===== src/source/fdct_pkg.sv =====
// Widths, transform constants, credit sizes and block types shared by every fdct module
`default_nettype none

package fdct_pkg;

    // ----------------------------------------
    // Data widths
    // ----------------------------------------
    localparam int PIX_W  = 8;     // Source and prediction pixels
    localparam int BLK_N  = 16;    // Entries per 4x4 block
    localparam int TMP_W  = 14;    // Row pass output
    localparam int COEF_W = 12;    // Final coefficient

    // ----------------------------------------
    // Transform constants
    // ----------------------------------------
    localparam int K_A  = 2217;
    localparam int K_B  = 5352;
    localparam int K_R1 = 1812;    // Row odd 1 rounding
    localparam int K_R3 = 937;     // Row odd 3 rounding
    localparam int K_C1 = 12000;   // Column odd 1 rounding
    localparam int K_C3 = 51000;   // Column odd 3 rounding

    // ----------------------------------------
    // Flow control sizing
    // ----------------------------------------
    localparam int BUF_DEPTH   = 2;   // Also the sender's starting credit
    localparam int OUT_CREDITS = 4;
    localparam int CREDIT_W    = 3;

    // Block types, entry 0 in the lowest bits, raster order
    typedef logic [PIX_W-1:0] pix_t;
    typedef pix_t [BLK_N-1:0] pix_blk_t;

    typedef logic signed [TMP_W-1:0] tmp_t;
    typedef tmp_t [BLK_N-1:0] tmp_blk_t;

    typedef logic signed [COEF_W-1:0] coef_t;
    typedef coef_t [BLK_N-1:0] coef_blk_t;

    typedef logic [CREDIT_W-1:0] credit_cnt_t;

endpackage

`default_nettype wire


===== src/source/fdct_col_stage.sv =====
// Second transform pass, vertical butterflies with rounding into the coefficient register
`timescale 1ns/1ps
`default_nettype none

module fdct_col_stage (
    input  wire                 clk,
    input  wire                 rst_n,
    input  wire                 load_i,
    input  wire fdct_pkg::tmp_blk_t tmp_i,
    output fdct_pkg::coef_blk_t coef_o
);

    import fdct_pkg::*;

    coef_blk_t coef_d;
    coef_blk_t coef_q;

    // ----------------------------------------
    // Vertical butterflies per column
    // ----------------------------------------
    always_comb begin
        logic signed [14:0] b0;
        logic signed [14:0] b1;
        logic signed [14:0] b2;
        logic signed [14:0] b3;
        logic signed [31:0] e0;
        logic signed [31:0] e2;
        logic signed [31:0] o1;
        logic signed [31:0] o3;
        for (int c = 0; c < 4; c++) begin
            b0 = tmp_i[c+0] + tmp_i[c+12];    // Outer sum
            b1 = tmp_i[c+4] + tmp_i[c+8];     // Inner sum
            b2 = tmp_i[c+4] - tmp_i[c+8];     // Inner difference
            b3 = tmp_i[c+0] - tmp_i[c+12];    // Outer difference

            // Even rows round by 7 then drop four bits
            e0 = (b0 + b1 + 7) >>> 4;
            e2 = (b0 - b1 + 7) >>> 4;

            // Row 1 picks up one more whenever the outer difference is nonzero
            o1 = ((b2 * K_A + b3 * K_B + K_C1) >>> 16) + ((b3 != 0) ? 1 : 0);
            o3 = (b3 * K_A - b2 * K_B + K_C3) >>> 16;

            coef_d[c+0]  = coef_t'(e0);
            coef_d[c+4]  = coef_t'(o1);
            coef_d[c+8]  = coef_t'(e2);
            coef_d[c+12] = coef_t'(o3);
        end
    end

    // ----------------------------------------
    // Coefficient register
    // ----------------------------------------
    always_ff @(posedge clk or negedge rst_n) begin
        if (!rst_n) begin
            coef_q <= '0;
        end else if (load_i) begin
            coef_q <= coef_d;
        end
    end

    // Holds between loads
    assign coef_o = coef_q;

endmodule

`default_nettype wire


===== config.mk =====
export PLATFORM = sky130hd
export DESIGN_NAME = fdct_col_stage
export DESIGN_NICKNAME = d
export VERILOG_FILES = /design/src/source/fdct_pkg.sv /design/src/source/fdct_col_stage.sv
export SDC_FILE = /design/constraint.sdc
export NUM_CORES = 2
export LEC_CHECK = 0
export BUFFER_PORTS_ARGS = -buffer_cell sky130_fd_sc_hd__buf_2
export CORE_UTILIZATION = 35
export DETAILED_ROUTE_END_ITERATION = 8
export GPL_TIMING_DRIVEN = 0
export PLACE_DENSITY = 0.58
export SLEW_MARGIN = 20
export SYNTH_ARGS = -nofsm -noshare
export SYNTH_HDL_FRONTEND = slang
export SYNTH_SLANG_ARGS = --single-unit

===== constraint.sdc =====
create_clock -name clk -period 0.9 [get_ports clk]
set_clock_uncertainty 0.2 [all_clocks]
set_input_delay 0.18 -clock clk [delete_from_list [all_inputs] [get_ports clk]]
set_output_delay 0.18 -clock clk [all_outputs]
set_load 0.005 [all_outputs]

==> results.yml <==
placed_design:
  gp_congestion: 0.897
  port_buffers: 418
  pre_cts_ws_ns: -12.82
  dp.final_hpwl_mm: 211
  dp_cells: 12200
timing:
  worst_hold_slack_ns: -0.623
  drv_slew: 0
  fin_crit_sh_pct: 1250
  finalSetupTns_ns: -1211.09
  finalCriticalPeriod_ns: 11.28
  slew_headroom_pct: 31.0
  worstMarginPinSlew_ns: 1.04
  rsz0062_at_grt: "true"
  setup_slack_ns: -10.38
  hold_violations: 133
  setup_viol: 443
  fmax_ghz: 0.0887
floorplanning:
  rows: 174
  die_h_um: 478
  initial_core_util_pct: 35.3
  core_area_um2: 225000
  ios: 419
  die-area_um2: 229000
  fp.dieW_um: 478
worst_setup_path:
  worst-path-max-fanout: 8
  crit_required_ns: 1.19
  arrival_ns: 11.57
  cp_common_cell: "inv_1"
  end_kind: "flop"
  critPathLaunchType: "input port"
  cpMaxStageDelayCell: "or4_4"
  max_stage_delay_ns: 0.60
  crit_type: "input port to flop"
yosys:
  synth_enable_flop_cells: 0
  syn-instance-count: 8721
  yosysMostFrequentCell: "inv_1"
  async_flop_share_pct: 100
  synthFlopType: "dfrtp_1"
  ys_types: 94
  synth_top_area_cell: "ha_1"
  synth_area_um2: 79400
  avgSynthCellArea_um2: 9.10
  yosysWarnings: 0
  synth_seq_area_share_pct: 6.05
  synth_commonest_cells: "2211 x inv_1, 2001 x ha_1, 967 x fa_1"
  ys_seq_elements: 192
  synth_top_cell_area_share_pct: 31.5
  netlist_top_cells_area: "ha_1 32%, fa_1 24%, inv_1 10%"
drt:
  drt_iter0_markers: 2486
  via_per_inst: 4.90
  wl_mm: 252
  first_pass_iters: 9
  ant_nets: 0
  vias: 62000
  drc: 36
  routedWlPerCell_um: 19.9
outcome:
  violations: "design-rule violations, negative hold slack, negative setup slack"
  status: "complete, but fails checks"
cells_and_area:
  drive_above_1_share_pct: 25.8
  largest_register_ffs: 192
  finalNetCount: 12900
  num-fill-cells: 21300
  areaGrowthSynthToFinish_pct: 27.5
  fin_cells: 12700
clock_tree:
  cts-root-buf: "clkbuf_16"
  cts.clk_slew.worst_paths_ns: 0.11
  clk_latency_ns: 0.57
  cts_buffer_depth: 2
  htree_num_levels: 4
  cts_tree: "yes"
  cts-buffers-inserted: 17
  cts.sinks: 192
grt:
  grt_first_pass_wirelength_mm: 383
  grt_start_max_net_pins: 70
  gr-total-overflow: 0
  antenna_found_initial: 29
  gr-usage-all-layers_pct: 22.0
  grt_pass1_vias: 65500
hold_path:
  hold_path_class: "input port to async pin"
run:
  maxCapViolCount: 0
-- worst paths after layout --
path,from,end,slack (ns),cells after the start
worst max register to register,coef_o[64]$_DFFE_PN0P_,coef_o[64]$_DFFE_PN0P_,-0.23,1
min in group clk,load_i,coef_o[59]$_DFFE_PN0P_,-0.07,4
max in group asynchronous,rst_n,coef_o[110]$_DFFE_PN0P_,-0.14,4
worst min-delay path,rst_n,coef_o[168]$_DFFE_PN0P_,-0.62,2
worst max-delay path,tmp_i[0],coef_o[59]$_DFFE_PN0P_,-10.38,49
worst min register to register,coef_o[40]$_DFFE_PN0P_,coef_o[40]$_DFFE_PN0P_,0.29,2
-- cells by family (layout without fill, tap and decap cells) --
kind of cell               after synthesis  after routing  synth area share [%]
adders and majority gates             2968           2968                  55.9
buffers and inverters                 2309           3253                  10.9
and+or+nand+nor                       1242           1242                  7.68
AOI/OAI and AO/OA                     1163           1163                  9.60
xor gates and xnor gates               707            707                  7.85
DFF                                    192            192                  6.05
muxes                                  139            139                  1.94
other                                    1             11               0.00472
-- critical path: cells and delay by family --
family / cells / cell delay (ns)
fa+ha+maj: 14 / 5.24
simple gates: 9 / 2.42
compound gates: 9 / 2.00
buf+inv: 13 / 0.88
xor+xnor: 4 / 0.79
-- cell usage in the layout (no fill, tap or decap), types with 33 or more instances in the layout --
master    synthesis  routed
buf_2             2     391
xnor2_4           0      56
inv_2             1     128
xor2_1          254     195
mux2_2          115      75
a21o_1          123     120
nor2b_1          49      37
o21ai_0         205      81
fa_1            967     947
o21ai_2           1      62
nand3_1          97      65
nor2_1          356     299
nand2_1         240     209
dfrtp_1         192     192
clkbuf_1         86      36
or3_1            57      43
buf_6             2      81
and3_1           45      38
xnor2_1         450     300
mux2_4            1      41
buf_4             1     424
xor2_2            0      33
inv_1          2211    2052
a21oi_4           0      53
xnor2_2           0      94
nor2_4            0      33
o21a_1           62      60
nor3_1          163     115
ha_4              0     230
ha_2              0      35
a21oi_2           1     127
o21bai_1         56      47
a21oi_1         346     167
ha_1           2001    1736
o21ai_1           1      50
nand2b_1         68      53
-- stage by stage --
stage,area (um^2),util (%),hold slack [ns]
2_1_floorplan,83800,-,-0.316
5_1_grt,101000,45.0,-0.639
3_3_place_gp,89600,39.8,0.270
3_5_place_dp,90100,40.0,0.0312
4_1_cts,97200,43.2,-0.666
6_report,101000,45.0,-0.623
-- routing by layer --
layer	vias to the layer above	track usage [%]	routed length [um]
li1	30000	-	-
met4	10	8.55	10900
met3	242	2.38	8300
met1	30900	27.6	109000
met5	-	0	57
met2	961	38.4	124000
-- timing repair --
action / 4_1_cts / 5_1_grt
gates resized for setup: 690 / 522
pin swaps: 489 / 488
hold endpoints to repair: 136 / 135
setup buffers: 353 / 151
endpoints found under the setup margin: 444 / 444
gates cloned: 2 / 1
-- final cells by class --
type / count / area, um^2 / share of cell area (%)
diodes: 6 / 15.0 / 0.0148
plain buffers: 77 / 557 / 0.550
clock buffers: 19 / 433 / 0.428
clock inverters: 12 / 146 / 0.145
inverters: 2213 / 8550 / 8.44
multi-input cells: 6224 / 76100 / 75.2
flip-flops and latches: 192 / 4800 / 4.75
well taps: 2992 / 3740 / 3.70
repair buffers: 930 / 6870 / 6.79
repair inverters: 2 / 10.0 / 0.00989
Power is left out: the tool's default activity adds up to more than one toggle a clock period on the data nets, which glitch-free logic cannot reach.
