### src/source/fdct_pkg.sv
// Widths, transform constants, credit sizes and block types shared by every fdct module
`default_nettype none

package fdct_pkg;

    // ----------------------------------------
    // Data widths
    // ----------------------------------------
    localparam int PIX_W  = 8;     // Source and prediction pixels
    localparam int BLK_N  = 16;    // Entries per 4x4 block
    localparam int TMP_W  = 14;    // Row pass output
    localparam int COEF_W = 12;    // Final coefficient

    // ----------------------------------------
    // Transform constants
    // ----------------------------------------
    localparam int K_A  = 2217;
    localparam int K_B  = 5352;
    localparam int K_R1 = 1812;    // Row odd 1 rounding
    localparam int K_R3 = 937;     // Row odd 3 rounding
    localparam int K_C1 = 12000;   // Column odd 1 rounding
    localparam int K_C3 = 51000;   // Column odd 3 rounding

    // ----------------------------------------
    // Flow control sizing
    // ----------------------------------------
    localparam int BUF_DEPTH   = 2;   // Also the sender's starting credit
    localparam int OUT_CREDITS = 4;
    localparam int CREDIT_W    = 3;

    // Block types, entry 0 in the lowest bits, raster order
    typedef logic [PIX_W-1:0] pix_t;
    typedef pix_t [BLK_N-1:0] pix_blk_t;

    typedef logic signed [TMP_W-1:0] tmp_t;
    typedef tmp_t [BLK_N-1:0] tmp_blk_t;

    typedef logic signed [COEF_W-1:0] coef_t;
    typedef coef_t [BLK_N-1:0] coef_blk_t;

    typedef logic [CREDIT_W-1:0] credit_cnt_t;

endpackage

`default_nettype wire

### src/source/fdct_row_stage.sv
// First transform pass, subtracts prediction from source and runs the horizontal butterflies
`timescale 1ns/1ps
`default_nettype none

module fdct_row_stage (
    input  wire                 clk,
    input  wire                 rst_n,
    input  wire                 load_i,
    input  wire fdct_pkg::pix_blk_t src_i,
    input  wire fdct_pkg::pix_blk_t pred_i,
    output fdct_pkg::tmp_blk_t  tmp_o
);

    import fdct_pkg::*;

    tmp_blk_t tmp_d;
    tmp_blk_t tmp_q;

    // 9-bit signed difference of two unsigned pixels
    function automatic logic signed [8:0] residual(input pix_t s, input pix_t p);
        return $signed({1'b0, s}) - $signed({1'b0, p});
    endfunction

    // ----------------------------------------
    // Horizontal butterflies, one row at a time
    // ----------------------------------------
    always_comb begin
        logic signed [8:0]  d0;
        logic signed [8:0]  d1;
        logic signed [8:0]  d2;
        logic signed [8:0]  d3;
        logic signed [9:0]  a0;
        logic signed [9:0]  a1;
        logic signed [9:0]  a2;
        logic signed [9:0]  a3;
        logic signed [10:0] e_sum;
        logic signed [10:0] e_dif;
        logic signed [31:0] o1;
        logic signed [31:0] o3;
        for (int r = 0; r < 4; r++) begin
            d0 = residual(src_i[4*r+0], pred_i[4*r+0]);
            d1 = residual(src_i[4*r+1], pred_i[4*r+1]);
            d2 = residual(src_i[4*r+2], pred_i[4*r+2]);
            d3 = residual(src_i[4*r+3], pred_i[4*r+3]);

            a0 = d0 + d3;    // Outer sum
            a1 = d1 + d2;    // Inner sum
            a2 = d1 - d2;    // Inner difference
            a3 = d0 - d3;    // Outer difference

            e_sum = a0 + a1;
            e_dif = a0 - a1;
            o1    = (a2 * K_A + a3 * K_B + K_R1) >>> 9;
            o3    = (a3 * K_A - a2 * K_B + K_R3) >>> 9;

            // Even terms scaled by 8
            tmp_d[4*r+0] = tmp_t'(e_sum) <<< 3;
            tmp_d[4*r+1] = tmp_t'(o1);
            tmp_d[4*r+2] = tmp_t'(e_dif) <<< 3;
            tmp_d[4*r+3] = tmp_t'(o3);
        end
    end

    always_ff @(posedge clk or negedge rst_n) begin
        if (!rst_n) begin
            tmp_q <= '0;
        end else if (load_i) begin
            tmp_q <= tmp_d;    // Captured on the popping edge
        end
    end

    assign tmp_o = tmp_q;

endmodule

`default_nettype wire

### config.mk
export PLATFORM = sky130hd
export DESIGN_NAME = fdct_row_stage
export DESIGN_NICKNAME = d
export VERILOG_FILES = /design/src/source/fdct_pkg.sv /design/src/source/fdct_row_stage.sv
export SDC_FILE = /design/constraint.sdc
export NUM_CORES = 2
export LEC_CHECK = 0
export BUFFER_PORTS_ARGS = -buffer_cell sky130_fd_sc_hd__clkbuf_2
export CAP_MARGIN = 10
export CORE_MARGIN = 5
export CORE_UTILIZATION = 52
export DETAILED_ROUTE_END_ITERATION = 6
export PLACE_DENSITY = 0.78
export SYNTH_ARGS = -nofsm -noshare
export SYNTH_HDL_FRONTEND = slang
export SYNTH_SLANG_ARGS = --single-unit
### constraint.sdc
create_clock -name clk -period 2 [get_ports clk]
set_input_delay 0.4 -clock clk [delete_from_list [all_inputs] [get_ports clk]]
set_output_delay 0.4 -clock clk [all_outputs]
set_load 0.005 [all_outputs]
==> summary.txt <==
Number of enable flip-flop cells after synthesis: 0
Post-route insts no fill: 8,948
Final min period: 9.963 ns
Width of the die: 330.2 um
Setup repair after global routing missed its margin: true
Post-placement setup slack: -8.379 ns
Worst Path Arrival: 10.40 ns
Metal3 WL: 14,960 um
Primary FF master, synth: sky130_fd_sc_hd__dfrtp_1
Synthesis Warnings: 0
Critical Path Max Stage Delay: 0.57 ns
Number of buffer cells added on primary ports: 458
Initial DRC count: 3,113
Highest-delay cell along the critical path: sky130_fd_sc_hd__fa_1
Worst-Margin Slew: 0.7132 ns
Total instance count after detailed placement: 8,707
Clock Tree Buf Depth: 2
Vias per cell: 5.618
IO Pins: 483
Highest routed layer: met5
Root Driver: sky130_fd_sc_hd__clkbuf_16
Clock skew after layout: 0 ns
Effective utilization at floorplan: 52.39%
Synth Instances: 5,701
Final weighted congestion in routability-driven placement: 0.9388
Length of routed met2 wiring: 95,420 um
GRT Residual Overflow: 0
Combined area of the multi-input logic cells: 50,860 um2
Final-report setup violation count: 192
Area overhead of the layout relative to synthesis: 44.20%
CTS HTree Levels: 4
Commonest non-fill, non-tap cells in the layout: sky130_fd_sc_hd__buf_4, sky130_fd_sc_hd__ha_1, sky130_fd_sc_hd__inv_1
# clock sinks: 196
TritonCTS clock tree: built
Count of maximum capacitance violations: 0
Drt drc: 0
Outcome: finished, violations left
Die area: 109,000 um2
Pin count of the biggest net entering global routing: 63
Via count of the first global-routing pass: 53.11k
Setup crit start kind: input port
Global-route wire length before repair: 274,600 um
Setup crit end kind: flop
Detailed-placement wirelength estimate: 138,100 um
Post-synth ARST share: 100.0%
Critical Setup Path Class: in2reg
Via count of the routed design: 50.27k
Cell area after synthesis: 53,300 um2
First-pass iteration count of the detailed router: 6
Flip-flop and latch count after synthesis: 196
Type of the worst min-delay path: in2reg
Violations in the final reports: negative setup slack
Clock latency on the worst-skew pair: 0.53 ns
Most common library cell in the layout ignoring fill and taps: sky130_fd_sc_hd__buf_4
Number of flip-flops in the largest register: 196
Global Route Usage Sum: 31.76%
Total area of sequential cells: 4905 um2
Fraction of layout instances using a drive strength above 1: 40.74%
Final Worst Setup Slack: -7.963 ns
Critical path data required time: 2.44 ns
Clk slew on worst S/H paths: 0.10 ns
Area of the placeable core: 101,700 um2
Mean instance size in the synthesized netlist: 9.349 um2
Routed length per instance: 21.99 um
Relative slew margins: 51.95%
Core Util, Final: 75.55%
Fmax: 0.1004 GHz
Die Ht: 330.2 um
Library cells used by synthesis: 77
Initial antenna violation count: 11
Cell Rows: 117
Routed wire length: 196,800 um
Number of nets still failing antenna checks after routing: 0
Final net count: 9,768
Tcrit/Tclk final: 498.1%
TritonCTS buffer count: 17
Seq/Total Area, Yosys: 9.202%
FILL cells: 5,872
Hold Violations, Final: 0
Met1 wire length: 72,450 um
Biggest fanout along the worst timing path: 5
Max Transition Viols Final: 0
-- per-layer routing --
metal / vias up / track usage, %
met5: - / 0
met4: 4 / 14.00
met3: 918 / 5.431
met2: 2437 / 56.51
met1: 24530 / 37.71
li1: 22380 / -
-- per-stage QoR --
stage / TNS (ns) / hold slack, ns / area (um2)
finish: -875.25 / 0.2376 / 76860
global route: -909.88 / 0.2341 / 76850
CTS: -826.37 / 0.1976 / 73590
detailed placement: -963.59 / 0.3168 / 69010
global placement: -944.11 / 0.3177 / 69010
floorplan: -826.36 / 0.1044 / 56060
-- layout make-up --
| class | count | share of cell area (%) |
|---|---|---|
| inverters | 1252 | 6.349 |
| well taps | 1368 | 2.227 |
| clock inverters | 14 | 0.2116 |
| repair buffers | 1899 | 18.08 |
| clock buffers | 18 | 0.5584 |
| multi-input cells | 4194 | 66.17 |
| diodes | 7 | 0.02279 |
| flip-flops and latches | 196 | 6.381 |
-- synthesized netlist by cell type (all sizes together) (8+ instances only) --
master | n | share of area [%]
a2111oi | 11 | 0.19
a211oi | 19 | 0.28
a21boi | 15 | 0.21
a21o | 118 | 1.7
a21oi | 339 | 3.2
a22o | 11 | 0.18
a31oi | 19 | 0.23
and2 | 8 | 0.096
and3 | 16 | 0.19
buf | 30 | 0.42
clkbuf | 52 | 0.37
dfrtp | 196 | 9.2
fa | 514 | 19
ha | 1435 | 34
inv | 1251 | 8.8
mux2 | 120 | 2.5
mux2i | 9 | 0.17
nand2 | 96 | 0.68
nand2b | 66 | 0.77
nand3 | 38 | 0.36
nand4 | 8 | 0.094
nor2 | 242 | 1.7
nor2b | 42 | 0.50
nor3 | 66 | 0.62
nor4 | 9 | 0.11
o211ai | 8 | 0.11
o21a | 26 | 0.37
o21ai | 162 | 1.5
o21bai | 131 | 1.8
o31ai | 16 | 0.23
o41ai | 17 | 0.35
or2 | 18 | 0.21
xnor2 | 350 | 5.8
xor2 | 162 | 2.7
-- worst max-delay path: cells and delay by family --
kind	cells	cell delay [ns]
buffers and inverters	9	0.74
AO/OA/AOI/OAI	15	2.87
multiplexers	1	0.26
AND/OR/NAND/NOR	2	0.16
XOR/XNOR	3	0.81
adder cells (fa/ha/maj)	14	5.14
-- worst paths after layout --
kind | start | to | slack [ns] | depth (start not counted)
max | src_i[80] | tmp_o[167] | -7.96 | 44
min | load_i | tmp_o[94] | 0.24 | 2
max reg2reg | tmp_o[223] | tmp_o[223] | 0.95 | 1
min reg2reg | tmp_o[220] | tmp_o[220] | 0.49 | 1
max in group asynchronous | rst_n | tmp_o[67] | 0.93 | 3
min in group asynchronous | rst_n | tmp_o[127] | 0.35 | 2
-- cell families (layout without fill, tap and decap cells) --
logic type,Yosys count,count (layout),synth area share (%)
compound gates,942,942,11.25
simple gates,636,636,5.732
other cells,1,31,0.007035
xor+xnor,514,514,8.512
mux,129,129,2.711
flops,196,196,9.202
fa+ha+maj,1949,1949,52.99
buf+inv,1334,3183,9.599
-- what timing repair did --
action,CTS,global route
resized for setup,541,520
buffers inserted,170,111
hold endpoints to repair,27,0
endpoints found under the setup margin,192,192
hold buffers,1,0
pin swaps,412,400
Power is not shown: default switching activity piles up to over one toggle a cycle in this logic, so the estimate is an artifact.
