===== src/source/fdct_pkg.sv =====
// Widths, transform constants, credit sizes and block types shared by every fdct module
`default_nettype none

package fdct_pkg;

    // ----------------------------------------
    // Data widths
    // ----------------------------------------
    localparam int PIX_W  = 8;     // Source and prediction pixels
    localparam int BLK_N  = 16;    // Entries per 4x4 block
    localparam int TMP_W  = 14;    // Row pass output
    localparam int COEF_W = 12;    // Final coefficient

    // ----------------------------------------
    // Transform constants
    // ----------------------------------------
    localparam int K_A  = 2217;
    localparam int K_B  = 5352;
    localparam int K_R1 = 1812;    // Row odd 1 rounding
    localparam int K_R3 = 937;     // Row odd 3 rounding
    localparam int K_C1 = 12000;   // Column odd 1 rounding
    localparam int K_C3 = 51000;   // Column odd 3 rounding

    // ----------------------------------------
    // Flow control sizing
    // ----------------------------------------
    localparam int BUF_DEPTH   = 2;   // Also the sender's starting credit
    localparam int OUT_CREDITS = 4;
    localparam int CREDIT_W    = 3;

    // Block types, entry 0 in the lowest bits, raster order
    typedef logic [PIX_W-1:0] pix_t;
    typedef pix_t [BLK_N-1:0] pix_blk_t;

    typedef logic signed [TMP_W-1:0] tmp_t;
    typedef tmp_t [BLK_N-1:0] tmp_blk_t;

    typedef logic signed [COEF_W-1:0] coef_t;
    typedef coef_t [BLK_N-1:0] coef_blk_t;

    typedef logic [CREDIT_W-1:0] credit_cnt_t;

endpackage

`default_nettype wire


===== src/source/block_buffer.sv =====
// Input FIFO that parks source/prediction pairs until the flow control launches them
`timescale 1ns/1ps
`default_nettype none

module block_buffer (
    input  wire                 clk,
    input  wire                 rst_n,
    input  wire                 wr_i,
    input  wire fdct_pkg::pix_blk_t src_i,
    input  wire fdct_pkg::pix_blk_t pred_i,
    input  wire                 pop_i,
    output logic                not_empty_o,
    output fdct_pkg::pix_blk_t  head_src_o,
    output fdct_pkg::pix_blk_t  head_pred_o
);

    import fdct_pkg::*;

    typedef logic [$clog2(BUF_DEPTH)-1:0]   ptr_t;
    typedef logic [$clog2(BUF_DEPTH+1)-1:0] occ_t;

    pix_blk_t src_mem  [BUF_DEPTH];
    pix_blk_t pred_mem [BUF_DEPTH];

    ptr_t wr_ptr_q;
    ptr_t rd_ptr_q;
    occ_t occ_q;    // Entries held

    // Pointer advance with wrap at the last entry
    function automatic ptr_t ptr_inc(input ptr_t p);
        return (p == ptr_t'(BUF_DEPTH - 1)) ? '0 : p + 1'b1;
    endfunction

    // ----------------------------------------
    // Storage
    // ----------------------------------------
    always_ff @(posedge clk) begin
        if (wr_i) begin
            src_mem[wr_ptr_q]  <= src_i;
            pred_mem[wr_ptr_q] <= pred_i;
        end
    end

    // ----------------------------------------
    // Pointers and occupancy
    // ----------------------------------------
    always_ff @(posedge clk or negedge rst_n) begin
        if (!rst_n) begin
            wr_ptr_q <= '0;
            rd_ptr_q <= '0;
            occ_q    <= '0;
        end else begin
            if (wr_i) begin
                wr_ptr_q <= ptr_inc(wr_ptr_q);
            end
            if (pop_i) begin
                rd_ptr_q <= ptr_inc(rd_ptr_q);
            end
            case ({wr_i, pop_i})
                2'b10:   occ_q <= occ_q + 1'b1;
                2'b01:   occ_q <= occ_q - 1'b1;
                default: occ_q <= occ_q;    // Write and pop together cancel
            endcase
        end
    end

    // Oldest pair straight out of the array
    assign head_src_o  = src_mem[rd_ptr_q];
    assign head_pred_o = pred_mem[rd_ptr_q];
    assign not_empty_o = (occ_q != '0);

endmodule

`default_nettype wire


===== config.mk =====
export PLATFORM = sky130hd
export DESIGN_NAME = block_buffer
export DESIGN_NICKNAME = d
export VERILOG_FILES = /design/src/source/fdct_pkg.sv /design/src/source/block_buffer.sv
export SDC_FILE = /design/constraint.sdc
export NUM_CORES = 1
export LEC_CHECK = 0
export ABC_AREA = 1
export BUFFER_PORTS_ARGS = -buffer_cell sky130_fd_sc_hd__buf_4
export CELL_PAD_IN_SITES_DETAIL_PLACEMENT = 0
export CELL_PAD_IN_SITES_GLOBAL_PLACEMENT = 2
export CORE_ASPECT_RATIO = 0.8
export CORE_UTILIZATION = 39
export CTS_BUF_LIST = sky130_fd_sc_hd__clkbuf_8
export DETAILED_ROUTE_END_ITERATION = 10
export PLACE_DENSITY_LB_ADDON = 0.1
export SYNTH_ARGS = -nofsm -noshare
export SYNTH_HDL_FRONTEND = slang
export SYNTH_SLANG_ARGS = --single-unit

===== constraint.sdc =====
create_clock -name clk -period 20 [get_ports clk]
set_input_delay 0 -clock clk [delete_from_list [all_inputs] [get_ports clk]]
set_output_delay 0 -clock clk [all_outputs]
set_load 0.01 [all_outputs]

==> impl_metrics.py <==
metrics = {
    "status": {
        "outcome": "finished clean",
    },
    "setup_path": {
        "crit_family": "buffers and inverters",
        "critical_path_depth": 5,
        "worst-path-buf-inv": 3,
        "cp_slowest_stage_delay_ns": 1.23,
        "crit_arrival_ns": 4.32,
        "crit_path_end_kind": "primary output",
        "crit_type": "reg -> out",
        "crit_slowest_cell": "dfrtp_4",
        "rr_startpoint": "wr_ptr_q",
        "cp-start-kind": "flop",
        "required_ns": 20.00,
        "path_cells": "buf_4 -> buf_4 -> nand2_1 -> o21ai_1 -> buf_4",
        "rrSetupSlack_ns": 16.46,
        "rr_endpoint": "pred_mem[1][112]",
        "ff2ff_path_depth": 4,
        "crit_top_cell": "buf_4",
        "path_max_fanout": 127,
    },
    "die": {
        "die_x_um": 251,
        "fp.dieH_um": 201,
        "start_util_pct": 39.8,
        "rows": 72,
        "core_area_um2": 48600,
        "io_pins": 517,
        "fp.dieArea_um2": 50400,
    },
    "run": {
        "maxCapViolCount": 0,
    },
    "global_routing": {
        "grt_antenna_before_repair": 3,
        "grt_max_degree": 128,
        "groute.usage.overall_pct": 19.1,
        "grt_pass1_vias": 12560,
        "gr-total-overflow": 0,
        "grt_pass1_wl_um": 72700,
    },
    "sta": {
        "slew_headroom_pct": 18.2,
        "rsz0062_at_grt": "false",
        "hold_violations": 0,
        "layout_setup_ws_ns": 15.68,
        "period_needed_ns": 4.32,
        "fmax_ghz": 0.232,
        "final.setup_skew_ns": 0.0143,
        "min_period_over_period_pct": 21.6,
        "setup_viol": 0,
        "tns_ns": 0,
        "final_max_slew_viol_count": 0,
        "worstMarginPinSlew_ns": 1.23,
    },
    "cells_and_area": {
        "layout.nets": 2444,
        "final_util_pct": 57.0,
        "area_delta_synth_final_pct": 43.3,
        "drive_gt1_share_pct": 27.8,
        "final_cells": 2874,
    },
    "clock_network": {
        "cts_max_level": 3,
        "clk-insertion-delay-late_ns": 0.64,
        "cts_made_buffers": 84,
        "cts_root_buf": "clkbuf_8",
        "cts_sinks": 516,
        "clkTransAtPathRegs_ns": 0.06,
        "cts_setup_buffers": 0,
        "cts_resized": 0,
        "cts_tree": "built",
        "clockBufferDepth": 3,
    },
    "pwr": {
        "vdd_ir_drop_max_uv": 84.8,
        "power_leakage_nw": 11.7,
        "finalPower_mw": 3.54,
        "power.density_nw_per_um2": 128,
    },
    "logic_synthesis": {
        "ys_seq_area_share_pct": 80.2,
        "syn_nets": 1621,
        "synth.distinct_cells": 16,
        "yosys_warnings": 0,
        "syn_avg_cell_area_um2": 14.2,
        "synth_area_um2": 19300,
        "syn_inst": 1360,
        "synth-seq-cells": 516,
    },
    "routing": {
        "num_vias": 12656,
        "dr.first_iter.drc_count": 674,
        "antenna_left": 0,
        "routed_wl_um": 48700,
        "wl_per_cell_um": 16.9,
        "drc": 0,
        "post_drt_via_cell_ratio": 4.40,
        "drt_pass1_iterations": 5,
    },
    "place": {
        "hpwlAfterDp_um": 31300,
        "dp.cells": 2458,
        "place_ws_ns": 16.34,
        "port_buffers": 516,
        "gp_congestion": 0.826,
    },
    "min_path": {
        "hold-path-endpoint": "src_mem[0][100]",
        "hold_depth": 2,
        "hold_class": "in -> reg",
        "min-delay-start": "src_i[100]",
    },
}
-- worst register-to-register path: stages, from the launching register on --
cell and delay, ns:
dfrtp_1 0.41, nand2_1 0.16, inv_8 0.59, buf_4 0.97, buf_4 0.91
-- cell type report --
class	count	area [µm²]
fillers	4091	20900
flip-flops and latches	516	15500
repair buffers	794	6630
multi-input cells	525	2330
clock buffers	85	1170
inverters	262	991
well taps	629	787
clock inverters	62	285
diodes	1	2.50
-- registers in the layout, summed over array words and instances, names as in the netlist --
register,count
pred_mem,256
src_mem,256
occ_q,2
rd_ptr_q,1
wr_ptr_q,1
-- what timing repair did --
action,CTS,global route
hold endpoints to repair,520,0
hold buffers,268,0
endpoints found under the setup margin,0,0
-- how the worst max path moves through the flow --
| stage | end | start | slack, ns |
|---|---|---|---|
| floorplan | pred_mem[0][0] | wr_ptr_q | 8.10 |
| global placement | pred_mem[1][72] | wr_ptr_q | 16.29 |
| detailed placement | pred_mem[1][72] | wr_ptr_q | 16.34 |
| CTS | head_pred_o[60] | rd_ptr_q | 15.67 |
| global route | head_pred_o[79] | rd_ptr_q | 15.30 |
| finish | head_pred_o[85] | rd_ptr_q | 15.68 |
-- cells in the mapped netlist (all sizes together) --
cell	instances	area, µm²
buf	53	515
edfxtp	512	15400
nand3	1	5.00
nor2	1	3.75
nand2	262	983
inv	262	983
xnor2	1	8.76
xor2	2	17.5
nand4	1	6.26
clkbuf	4	15.0
o21ai	256	1280
ha	1	12.5
dfrtp	4	100
-- cells by family (layout without fill, tap and decap cells) --
| family | Yosys count | count (layout) | share of synthesized area [%] |
|---|---|---|---|
| AO/OA/AOI/OAI | 256 | 256 | 6.64 |
| AND/OR/NAND/NOR | 265 | 265 | 5.17 |
| buffers and inverters | 319 | 1203 | 7.84 |
| other | 0 | 1 | 0 |
| flip-flops | 516 | 516 | 80.2 |
| adder cells (fa/ha/maj) | 1 | 1 | 0.0648 |
| XOR/XNOR | 3 | 3 | 0.136 |
-- routing by layer --
metal  track usage [%]  vias to the layer above  routed length, µm
met5                 0                        -                 16
met4              6.44                        4               1270
met3              6.47                       85               3330
met2              32.0                      337              24100
met1              23.0                     5976              20000
li1                  -                     6254                  -
-- report_power, final --
part	leakage [nW]	switching [mW]	total, mW	internal [mW]
combinational	6.01	0.703	1.21	0.507
clock	0.856	0.407	0.814	0.407
sequential	4.85	0.0787	1.52	1.44
total	11.7	1.19	3.54	2.35
-- layout by cell type, fill, tap and decap left out, drive strengths merged --
| cell | instances |
|---|---|
| buf | 526 |
| edfxtp | 512 |
| inv | 297 |
| dlygate4sd3 | 268 |
| nand2 | 262 |
| o21ai | 256 |
| clkbuf | 85 |
| clkinv | 23 |
| dfrtp | 4 |
| clkinvlp | 3 |
| xor2 | 2 |
| diode | 1 |
| nor2 | 1 |
| xnor2 | 1 |
| nand3 | 1 |
| nand4 | 1 |
| ha | 1 |
| bufinv | 1 |
-- through the flow --
stage	cell area, µm²	hold WS [ns]
2_1_floorplan	19300	-0.296
3_3_place_gp	23500	-0.199
3_5_place_dp	23500	-0.197
4_1_cts	27700	0.000192
5_1_grt	27700	0.0110
6_report	27700	0.0710
Power figures use the tool's default switching activity.
