`src/source/fdct_pkg.sv`:
```
// Widths, transform constants, credit sizes and block types shared by every fdct module
`default_nettype none

package fdct_pkg;

    // ----------------------------------------
    // Data widths
    // ----------------------------------------
    localparam int PIX_W  = 8;     // Source and prediction pixels
    localparam int BLK_N  = 16;    // Entries per 4x4 block
    localparam int TMP_W  = 14;    // Row pass output
    localparam int COEF_W = 12;    // Final coefficient

    // ----------------------------------------
    // Transform constants
    // ----------------------------------------
    localparam int K_A  = 2217;
    localparam int K_B  = 5352;
    localparam int K_R1 = 1812;    // Row odd 1 rounding
    localparam int K_R3 = 937;     // Row odd 3 rounding
    localparam int K_C1 = 12000;   // Column odd 1 rounding
    localparam int K_C3 = 51000;   // Column odd 3 rounding

    // ----------------------------------------
    // Flow control sizing
    // ----------------------------------------
    localparam int BUF_DEPTH   = 2;   // Also the sender's starting credit
    localparam int OUT_CREDITS = 4;
    localparam int CREDIT_W    = 3;

    // Block types, entry 0 in the lowest bits, raster order
    typedef logic [PIX_W-1:0] pix_t;
    typedef pix_t [BLK_N-1:0] pix_blk_t;

    typedef logic signed [TMP_W-1:0] tmp_t;
    typedef tmp_t [BLK_N-1:0] tmp_blk_t;

    typedef logic signed [COEF_W-1:0] coef_t;
    typedef coef_t [BLK_N-1:0] coef_blk_t;

    typedef logic [CREDIT_W-1:0] credit_cnt_t;

endpackage

`default_nettype wire

```
`src/source/fdct_flow_ctrl.sv`:
```
// Launch control that tracks output credits and walks each launched block through both stages
`timescale 1ns/1ps
`default_nettype none

module fdct_flow_ctrl (
    input  wire  clk,
    input  wire  rst_n,
    input  wire  in_valid_i,
    input  wire  not_empty_i,
    input  wire  out_credit_i,
    output logic pop_o,
    output logic col_en_o,
    output logic out_valid_o,
    output logic in_credit_o
);

    import fdct_pkg::*;

    credit_cnt_t out_cnt_q;    // Output credits still free
    logic        launch;
    logic        col_en_q;     // Row register holds a live block
    logic        out_valid_q;  // Column register holds a live block
    logic        in_credit_q;

    // ----------------------------------------
    // Launch decision
    // ----------------------------------------
    assign launch = not_empty_i && (out_cnt_q != '0);
    assign pop_o  = launch;

    always_ff @(posedge clk or negedge rst_n) begin
        if (!rst_n) begin
            out_cnt_q <= credit_cnt_t'(OUT_CREDITS);
        end else begin
            case ({launch, out_credit_i})
                2'b10:   out_cnt_q <= out_cnt_q - 1'b1;    // Reserved at launch
                2'b01:   out_cnt_q <= out_cnt_q + 1'b1;    // Sink gave one back
                default: out_cnt_q <= out_cnt_q;
            endcase
        end
    end

    // ----------------------------------------
    // Stage valid bits and input credit
    // ----------------------------------------
    always_ff @(posedge clk or negedge rst_n) begin
        if (!rst_n) begin
            col_en_q    <= 1'b0;
            out_valid_q <= 1'b0;
            in_credit_q <= 1'b0;
        end else begin
            col_en_q    <= launch;
            out_valid_q <= col_en_q;
            in_credit_q <= launch;    // Entry freed by this pop
        end
    end

    assign col_en_o    = col_en_q;
    assign out_valid_o = out_valid_q;
    assign in_credit_o = in_credit_q;

endmodule

`default_nettype wire

```
`config.mk`:
```
export PLATFORM = sky130hd
export DESIGN_NAME = fdct_flow_ctrl
export DESIGN_NICKNAME = d
export VERILOG_FILES = /design/src/source/fdct_pkg.sv /design/src/source/fdct_flow_ctrl.sv
export SDC_FILE = /design/constraint.sdc
export NUM_CORES = 1
export LEC_CHECK = 0
export ABC_AREA = 1
export BUFFER_PORTS_ARGS = -buffer_cell sky130_fd_sc_hd__clkbuf_2
export CAP_MARGIN = 20
export CELL_PAD_IN_SITES_DETAIL_PLACEMENT = 2
export CELL_PAD_IN_SITES_GLOBAL_PLACEMENT = 2
export CORE_AREA = 10 10 47 49
export CTS_CLUSTER_DIAMETER = 120
export DETAILED_ROUTE_END_ITERATION = 6
export DIE_AREA = 0 0 57 59
export PLACE_DENSITY_LB_ADDON = 0.1
export SYNTH_ARGS = -nofsm -noshare
export SYNTH_HDL_FRONTEND = slang
export SYNTH_SLANG_ARGS = --single-unit
```
`constraint.sdc`:
```
create_clock -name clk -period 4.4 [get_ports clk]
set_input_delay 0.44 -clock clk [delete_from_list [all_inputs] [get_ports clk]]
set_output_delay 0.44 -clock clk [all_outputs]
set_load 0.005 [all_outputs]
```
==> summary.md, run 1 <==
| Metric | Value |
|---|---|
| Yosys warning total | `0` |
| Worst hold slack | `approximately 0.0098 ns` |
| Setup TNS | `0 ns` |
| Maxcap violations | `0` |
| GRT overflow | `0` |
| Crit path required time | `4.58 ns` |
| Final core occ | `22.59%` |
| Share of the synthesized area in the top cell type | `41.24%` |
| FF-to-FF path depth | `11` |
| Inst Count DP | `between 40 and 50` |
| Hold-fix buffers, CTS | `0` |
| Crit Path Max Fanout | `3` |
| Reg-to-reg startpoint | `out_cnt_q[0]$_DFFE_PN0P_` |
| First-pass GRT wire length | `966 µm` |
| Setup Buffers After CTS | `0` |
| Number of nets in the layout | `between 40 and 50` |
| Placement Setup Slack | `2.623 ns` |
| Initial DRC Count | `0` |
| Layout cells sized above 1 | `33.33%` |
| Critical path capture point type | `flip-flop` |
| Largest area contributor in the netlist | `dfrtp_1` |
| Peak VDD IR | `0.0001855 V` |
| Non-Filler Instances | `52` |
| CP Launch Type | `flip-flop` |
| Cell count after synthesis | `26` |
| Vias | `202` |
| Ratio of final minimum period to clock period | `about 40%` |
| Crit path kind | `flip-flop to flip-flop` |
| Die width | `approximately 57 µm` |
| Die Area | `3363 µm²` |
| RR Endpoint | `out_cnt_q[2]$_DFFE_PN1P_` |
| Largest net degree at the start of global routing | `6` |
| RSZ-0062 raised after global routing | `false` |
| CTS Sinks | `5` |
| H-tree levels | `1` |
| Total CTS buffers | `3` |
| Port bufs | `7` |
| Tmin final | `approximately 1.8 ns` |
| Clock Skew | `0.0001720 ns` |
| Post-cts resize count | `0` |
| Final count of hold timing violations | `0` |
| Synth Flop Type | `dfrtp_1` |
| Core area | `1401 µm²` |
| Final ANT Viol Nets | `0` |
| Avg Vias per Cell | `3.885` |
| Drt first pass iters | `1` |
| Cell Area, Synth | `242.7 µm²` |
| IO Count | `9` |
| Commonest cells in the netlist | `nand2_1 (9), dfrtp_1 (4), inv_1 (4)` |
| Final worst slack | `2.646 ns` |
| Synth async-reset ratio | `between 90% and 100%` |
| Vias in the first global route | `238` |
| DRC violations left | `0` |
| Pleak | `0.1741 nW` |
| Worst Path Arrival | `1.94 ns` |
| Outcome | `complete, no violations` |
| GRT Util Overall | `3.894%` |
| Per-cell routed wire length | `12.13 µm` |
| Starting density of the core | `between 15 and 20%` |
| Filler instances | `192` |
| Avg Inst Size Synth | `slightly above 9 µm²` |
| Routability cong. | `roughly 0.7` |
| Final wirelength | `about 630 µm` |
| Number of synthesized register bits | `5` |
| Layout area overhead | `30.41%` |
| Clock-pin slew on the worst setup and hold paths | `0.04 ns` |
| Post-detail-place hpwl | `537.6 µm` |
| Initial antenna violation count | `0` |
| Fmax | `0.5702 GHz` |
| Syn Nets | `33` |
| Sequential element share of the synthesized area | `52.06%` |
| Netlist cell types | `12` |
| CTS tree | `yes` |
| Die Ht | `59 µm` |
| Later-pin clock latency in the skew report | `approximately 0.24 ns` |
| Core Rows | `14` |
| CTS Buffer Depth | `2` |
| Final setup violation count | `0` |
| Slew headroom | `89.38%` |
| Actual slew at the worst max-slew pin | `0.1593 ns` |
| Post-synth EDFFs | `0` |
| Hold crit path type | `input port to async pin` |
| Reg2reg setup slack | `2.65 ns` |
| Top post-synthesis cells by area | `dfrtp_1 (41%), nand2_1 (14%), dfstp_2 (11%)` |
| Number of diodes | `0` |
| Root Buffer | `clkbuf_4` |
| Count leader, synth | `nand2_1` |
| Power per cell area | `703.0 nW/µm²` |
| Slew Viols, Final | `0` |
-- cell families after synthesis --
group                    after synthesis  synth area share [%]
adder cells (fa/ha/maj)                2                 13.40
XOR/XNOR                               1                 3.609
AND/OR/NAND/NOR                       12                 20.10
flip-flops                             5                 52.07
buffers and inverters                  6                 10.82
-- sequential cells by signal, indices dropped and copies added (netlist names) --
name	flops
col_en_o	1
out_cnt_q	3
out_valid_o	1
-- layout make-up --
type / count / area (µm²) / area share [%]
flip-flops and latches: 5 / 126.4 / 39.92
inverters: 5 / 18.77 / 5.929
multi-input cells: 15 / 90.09 / 28.46
clock buffers: 4 / 26.28 / 8.300
well taps: 16 / 20.02 / 6.324
repair buffers: 7 / 35.03 / 11.07
-- cell usage in the layout (no fill, tap or decap) --
cell type  count
nor2_1         1
clkbuf_1       1
inv_2          1
ha_1           1
clkbuf_4       3
xnor2_1        1
nand2_1        9
inv_1          4
fa_1           1
clkbuf_2       7
nand4_1        1
nand3_1        1
dfstp_2        1
dfrtp_1        4
-- worst max-delay path, stage by stage (launching register included) --
cell and delay [ns]:
dfrtp_1 0.42, nor2_1 0.16, nand2_1 0.07, nand2_1 0.10, ha_1 0.18, inv_1 0.07, fa_1 0.38, inv_1 0.07
nand2_1 0.06, nand3_1 0.08, nand2_1 0.06, nand2_1 0.05
-- worst max path at each step --
| stage | startpoint | slack (ns) | end | depth (start not counted) |
|---|---|---|---|---|
| after floorplan | out_cnt_q[2]$_DFFE_PN1P_ | 2.87 | out_cnt_q[1]$_DFFE_PN0P_ | 8 |
| after global placement | out_cnt_q[0]$_DFFE_PN0P_ | 2.71 | out_cnt_q[2]$_DFFE_PN1P_ | 11 |
| after detailed placement | out_cnt_q[0]$_DFFE_PN0P_ | 2.62 | out_cnt_q[2]$_DFFE_PN1P_ | 11 |
| after CTS | out_cnt_q[0]$_DFFE_PN0P_ | 2.61 | out_cnt_q[2]$_DFFE_PN1P_ | 11 |
| after global routing | out_cnt_q[0]$_DFFE_PN0P_ | 2.50 | out_cnt_q[2]$_DFFE_PN1P_ | 11 |
| final | out_cnt_q[0]$_DFFE_PN0P_ | 2.65 | out_cnt_q[2]$_DFFE_PN1P_ | 11 |
-- through the flow --
step	total power (W)	cell area, µm²
2_1_floorplan	0.0001432	242.7
3_3_place_gp	0.0001687	290.3
3_5_place_dp	0.0001730	290.3
4_1_cts	0.0002307	316.6
5_1_grt	0.0002463	316.6
6_report	0.0002225	316.6
-- report_power, final --
group | internal [W] | switching, W | leakage, nW
logic | 0.0000363 | 0.0000477 | 0.101
clock network | 0.0000343 | 0.0000187 | 0.0150
registers | 0.0000695 | 0.0000160 | 0.0586
-- metal layers --
metal	share of wire [%]	track usage [%]
met5	0	0
met4	2.5	5.034
met3	5.4	1.288
met2	59	6.822
met1	33	2.980
No activity file was read; power rests on OpenSTA's default activity.
==> run 2: changes to the inputs <==
--- a/config.mk
+++ b/config.mk
@@ -5,7 +5,7 @@
 export SDC_FILE = /design/constraint.sdc
 export NUM_CORES = 1
 export LEC_CHECK = 0
-export ABC_AREA = 1
+export ABC_AREA = 0
 export BUFFER_PORTS_ARGS = -buffer_cell sky130_fd_sc_hd__clkbuf_2
 export CAP_MARGIN = 20
 export CELL_PAD_IN_SITES_DETAIL_PLACEMENT = 2
==> constraint.sdc (replaced) <==
create_clock -name clk -period 1.55 [get_ports clk]
set_input_delay 0.155 -clock clk [delete_from_list [all_inputs] [get_ports clk]]
set_output_delay 0.155 -clock clk [all_outputs]
set_load 0.005 [all_outputs]
==> summary.md, run 2 <==
| Metric | Value |
|---|---|
| Per-cell routed wire length | `12.71 µm` |
| Final worst slack | `-0.2255 ns` |
| Yosys warning total | `0` |
| First-pass GRT wire length | `roughly 1.1 mm` |
| Vias | `around 180` |
| Met1 GRT Util | `4.091%` |
| Power per cell area | `1970 nW/µm²` |
| Setup TNS | `-0.4043 ns` |
| RSZ-0062 raised after global routing | `true` |
| Initial DRC Count | `1` |
| Core Rows | `14` |
| Worst hold slack | `0.2409 ns` |
| Avg Vias per Cell | `roughly 3.6` |
| Count leader, synth | `dfrtp_1` |
| Reg with most FFs | `out_cnt_q` |
| Die Area | `3363 µm²` |
| Crit path required time | `1.72 ns` |
| Final setup violation count | `2` |
| Initial antenna violation count | `0` |
| Avg Inst Size Synth | `14.23 µm²` |
| Top post-synthesis cells by area | `dfrtp_1 (44%), dfstp_2 (12%), fa_1 (8.8%)` |
| Pleak | `between 0.15 and 0.2 nW` |
| CTS tree | `yes` |
| Die Ht | `59 µm` |
| GRT Max-Usage Layer | `met4` |
| Final core occ | `26.70%` |
| Post-detail-place hpwl | `between 400 and 500 µm` |
| Synth Flop Type | `dfrtp_1` |
| Clock Skew | `0.008960 ns` |
| Share of the synthesized area in the top cell type | `43.96%` |
| Commonest cells in the netlist | `dfrtp_1 (4), inv_1 (2), xor2_1 (2)` |
| H-tree levels | `1` |
| M2 GR Usage | `6.047%` |
| Actual slew at the worst max-slew pin | `0.2083 ns` |
| Fmax | `0.5632 GHz` |
| Crit Path Max Fanout | `2` |
| Crit path kind | `flip-flop to flip-flop` |
| Sequential element share of the synthesized area | `a little under three fifths` |
| Starting density of the core | `16.25%` |
| IO Count | `9` |
| Met3 GRT Util | `3.863%` |
| Largest net degree at the start of global routing | `6` |
| Failing checks | `negative setup slack` |
| Total CTS buffers | `3` |
| Core area | `1401 µm²` |
| Drt first pass iters | `3` |
| CTS Buffer Depth | `2` |
| Routability cong. | `roughly 0.59` |
| Critical path capture point type | `flip-flop` |
| Worst Path Arrival | `~2.0 ns` |
| Post-synth EDFFs | `0` |
| Largest area contributor in the netlist | `dfrtp_1` |
| Syn Nets | `23` |
| Layout area overhead | `64.29%` |
| Inst Count DP | `43` |
| Max reg flops | `3` |
| Clock-pin slew on the worst setup and hold paths | `around 0.050 ns` |
| Final ANT Viol Nets | `0` |
| Die width | `about 57 µm` |
| CP Launch Type | `flip-flop` |
| Reg2reg setup slack | `-0.23 ns` |
| GRT Util Overall | `4.863%` |
| Final wirelength | `623 µm` |
| Layout cells sized above 1 | `66.67%` |
| Commonest cells after routing, fill and taps aside | `clkbuf_2 (7), buf_4 (6), dfrtp_1 (4), clkbuf_4 (3), xor2_1 (2)` |
| Crit. Startpoint | `out_cnt_q[1]$_DFFE_PN0P_` |
| Worst Setup EP | `out_cnt_q[2]$_DFFE_PN1P_` |
| RR Endpoint | `out_cnt_q[2]$_DFFE_PN1P_` |
| DRC violations left | `0` |
| Number of nets in the layout | `41` |
| Maxcap violations | `0` |
| Port bufs | `7` |
| Netlist cell types | `11` |
| Later-pin clock latency in the skew report | `0.25 ns` |
| Cell Area, Synth | `about 230 µm²` |
| Number of diodes | `0` |
| Slew Viols, Final | `0` |
| CTS Sinks | `5` |
| Final count of hold timing violations | `0` |
| Most common cell after layout, fill and taps aside | `clkbuf_2` |
| Hold crit path type | `input port to flip-flop` |
| Reg-to-reg startpoint | `out_cnt_q[1]$_DFFE_PN0P_` |
| GRT overflow | `0` |
| FF-to-FF path depth | `7` |
| Post-Place Cell Area | `between 300 and 400 µm²` |
| Peak VDD IR | `0.0007276 V` |
| Tmin final | `roughly 1.8 ns` |
| Slew headroom | `86.11%` |
| Cell count after synthesis | `16` |
| Non-Filler Instances | `~50` |
| Number of synthesized register bits | `5` |
| Outcome | `finished with violations` |
| Synth async-reset ratio | `100.0%` |
| Root Buffer | `clkbuf_4` |
| Final Cell Area | `374.1 µm²` |
| Vias in the first global route | `214` |
| Ratio of final minimum period to clock period | `114.5%` |
## run 2: changes by cell type after synthesis, sizes merged
cell / previous run / this run
nand2: 9 / 0
nand3: 1 / 0
nand4: 1 / 0
xor2: 0 / 2
mux2: 0 / 1
inv: 5 / 2
o31ai: 0 / 1
## run 2: repair_timing
item,4_1_cts,5_1_grt
pin swaps,5,2
hold buffers,1,0
endpoints found under the setup margin,2,2
gates resized for setup,5,0
buffers inserted,0,1
endpoints found under the hold margin,5,0
## run 2: stage by stage
stage | setup WS, ns | power [W]
floorplan | -0.2071 | 0.0003815
global placement | -0.2904 | 0.0005185
detailed placement | -0.3324 | 0.0005233
CTS | -0.2546 | 0.0007426
global route | -0.3292 | 0.0008139
finish | -0.2255 | 0.0007371
## run 2: cell families (layout without fill, tap and decap cells)
group	Yosys count	after routing	synth area share, %
AO/OA/AOI/OAI	1	1	5.494
AND/OR/NAND/NOR	1	1	1.647
adder cells (fa/ha/maj)	2	2	14.29
flip-flops	5	5	55.50
multiplexers	1	1	4.945
buffers and inverters	3	20	6.596
XOR/XNOR	3	3	11.54
## run 2: how the worst min path moves through the flow
stage | from | to | slack (ns) | cells past startpoint
finish | not_empty_i | col_en_o$_DFF_PN0_ | 0.24 | 4
CTS | not_empty_i | col_en_o$_DFF_PN0_ | 0.24 | 4
global placement | rst_n | out_cnt_q[0]$_DFFE_PN0P_ | -0.03 | 1
floorplan | rst_n | col_en_o$_DFF_PN0_ | -0.14 | 0
global route | not_empty_i | col_en_o$_DFF_PN0_ | 0.25 | 4
detailed placement | rst_n | col_en_o$_DFF_PN0_ | -0.02 | 1
## run 2: metal layers
metal  part of all wire [%]  vias up
li1                       -       83
met1                     36       82
met2                     45        9
met3                     12        4
met4                    6.7        0
met5                      0        -
## run 2: worst max-delay path, stage by stage (launching register included)
cell	delay [ns]
dfrtp_1	0.40
o31ai_4	0.25
ha_2	0.23
inv_2	0.04
fa_2	0.33
xor2_1	0.15
nor2_1	0.14
xor2_1	0.15
## run 2: cell type report
type | count | area [µm²]
Timing Repair Buffer | 14 | 90.09
Inverter | 2 | 7.507
Fill cell | 169 | 1027
Multi-Input combinational cell | 8 | 103.9
Tap cell | 16 | 20.02
Sequential cell | 5 | 126.4
Clock buffer | 4 | 26.28
## run 2: power by group
group          switching (W)  internal (W)  total [W]
sequential         0.0000481      0.000199   0.000247
clock              0.0000605     0.0000978   0.000158
combinational       0.000136      0.000196   0.000332
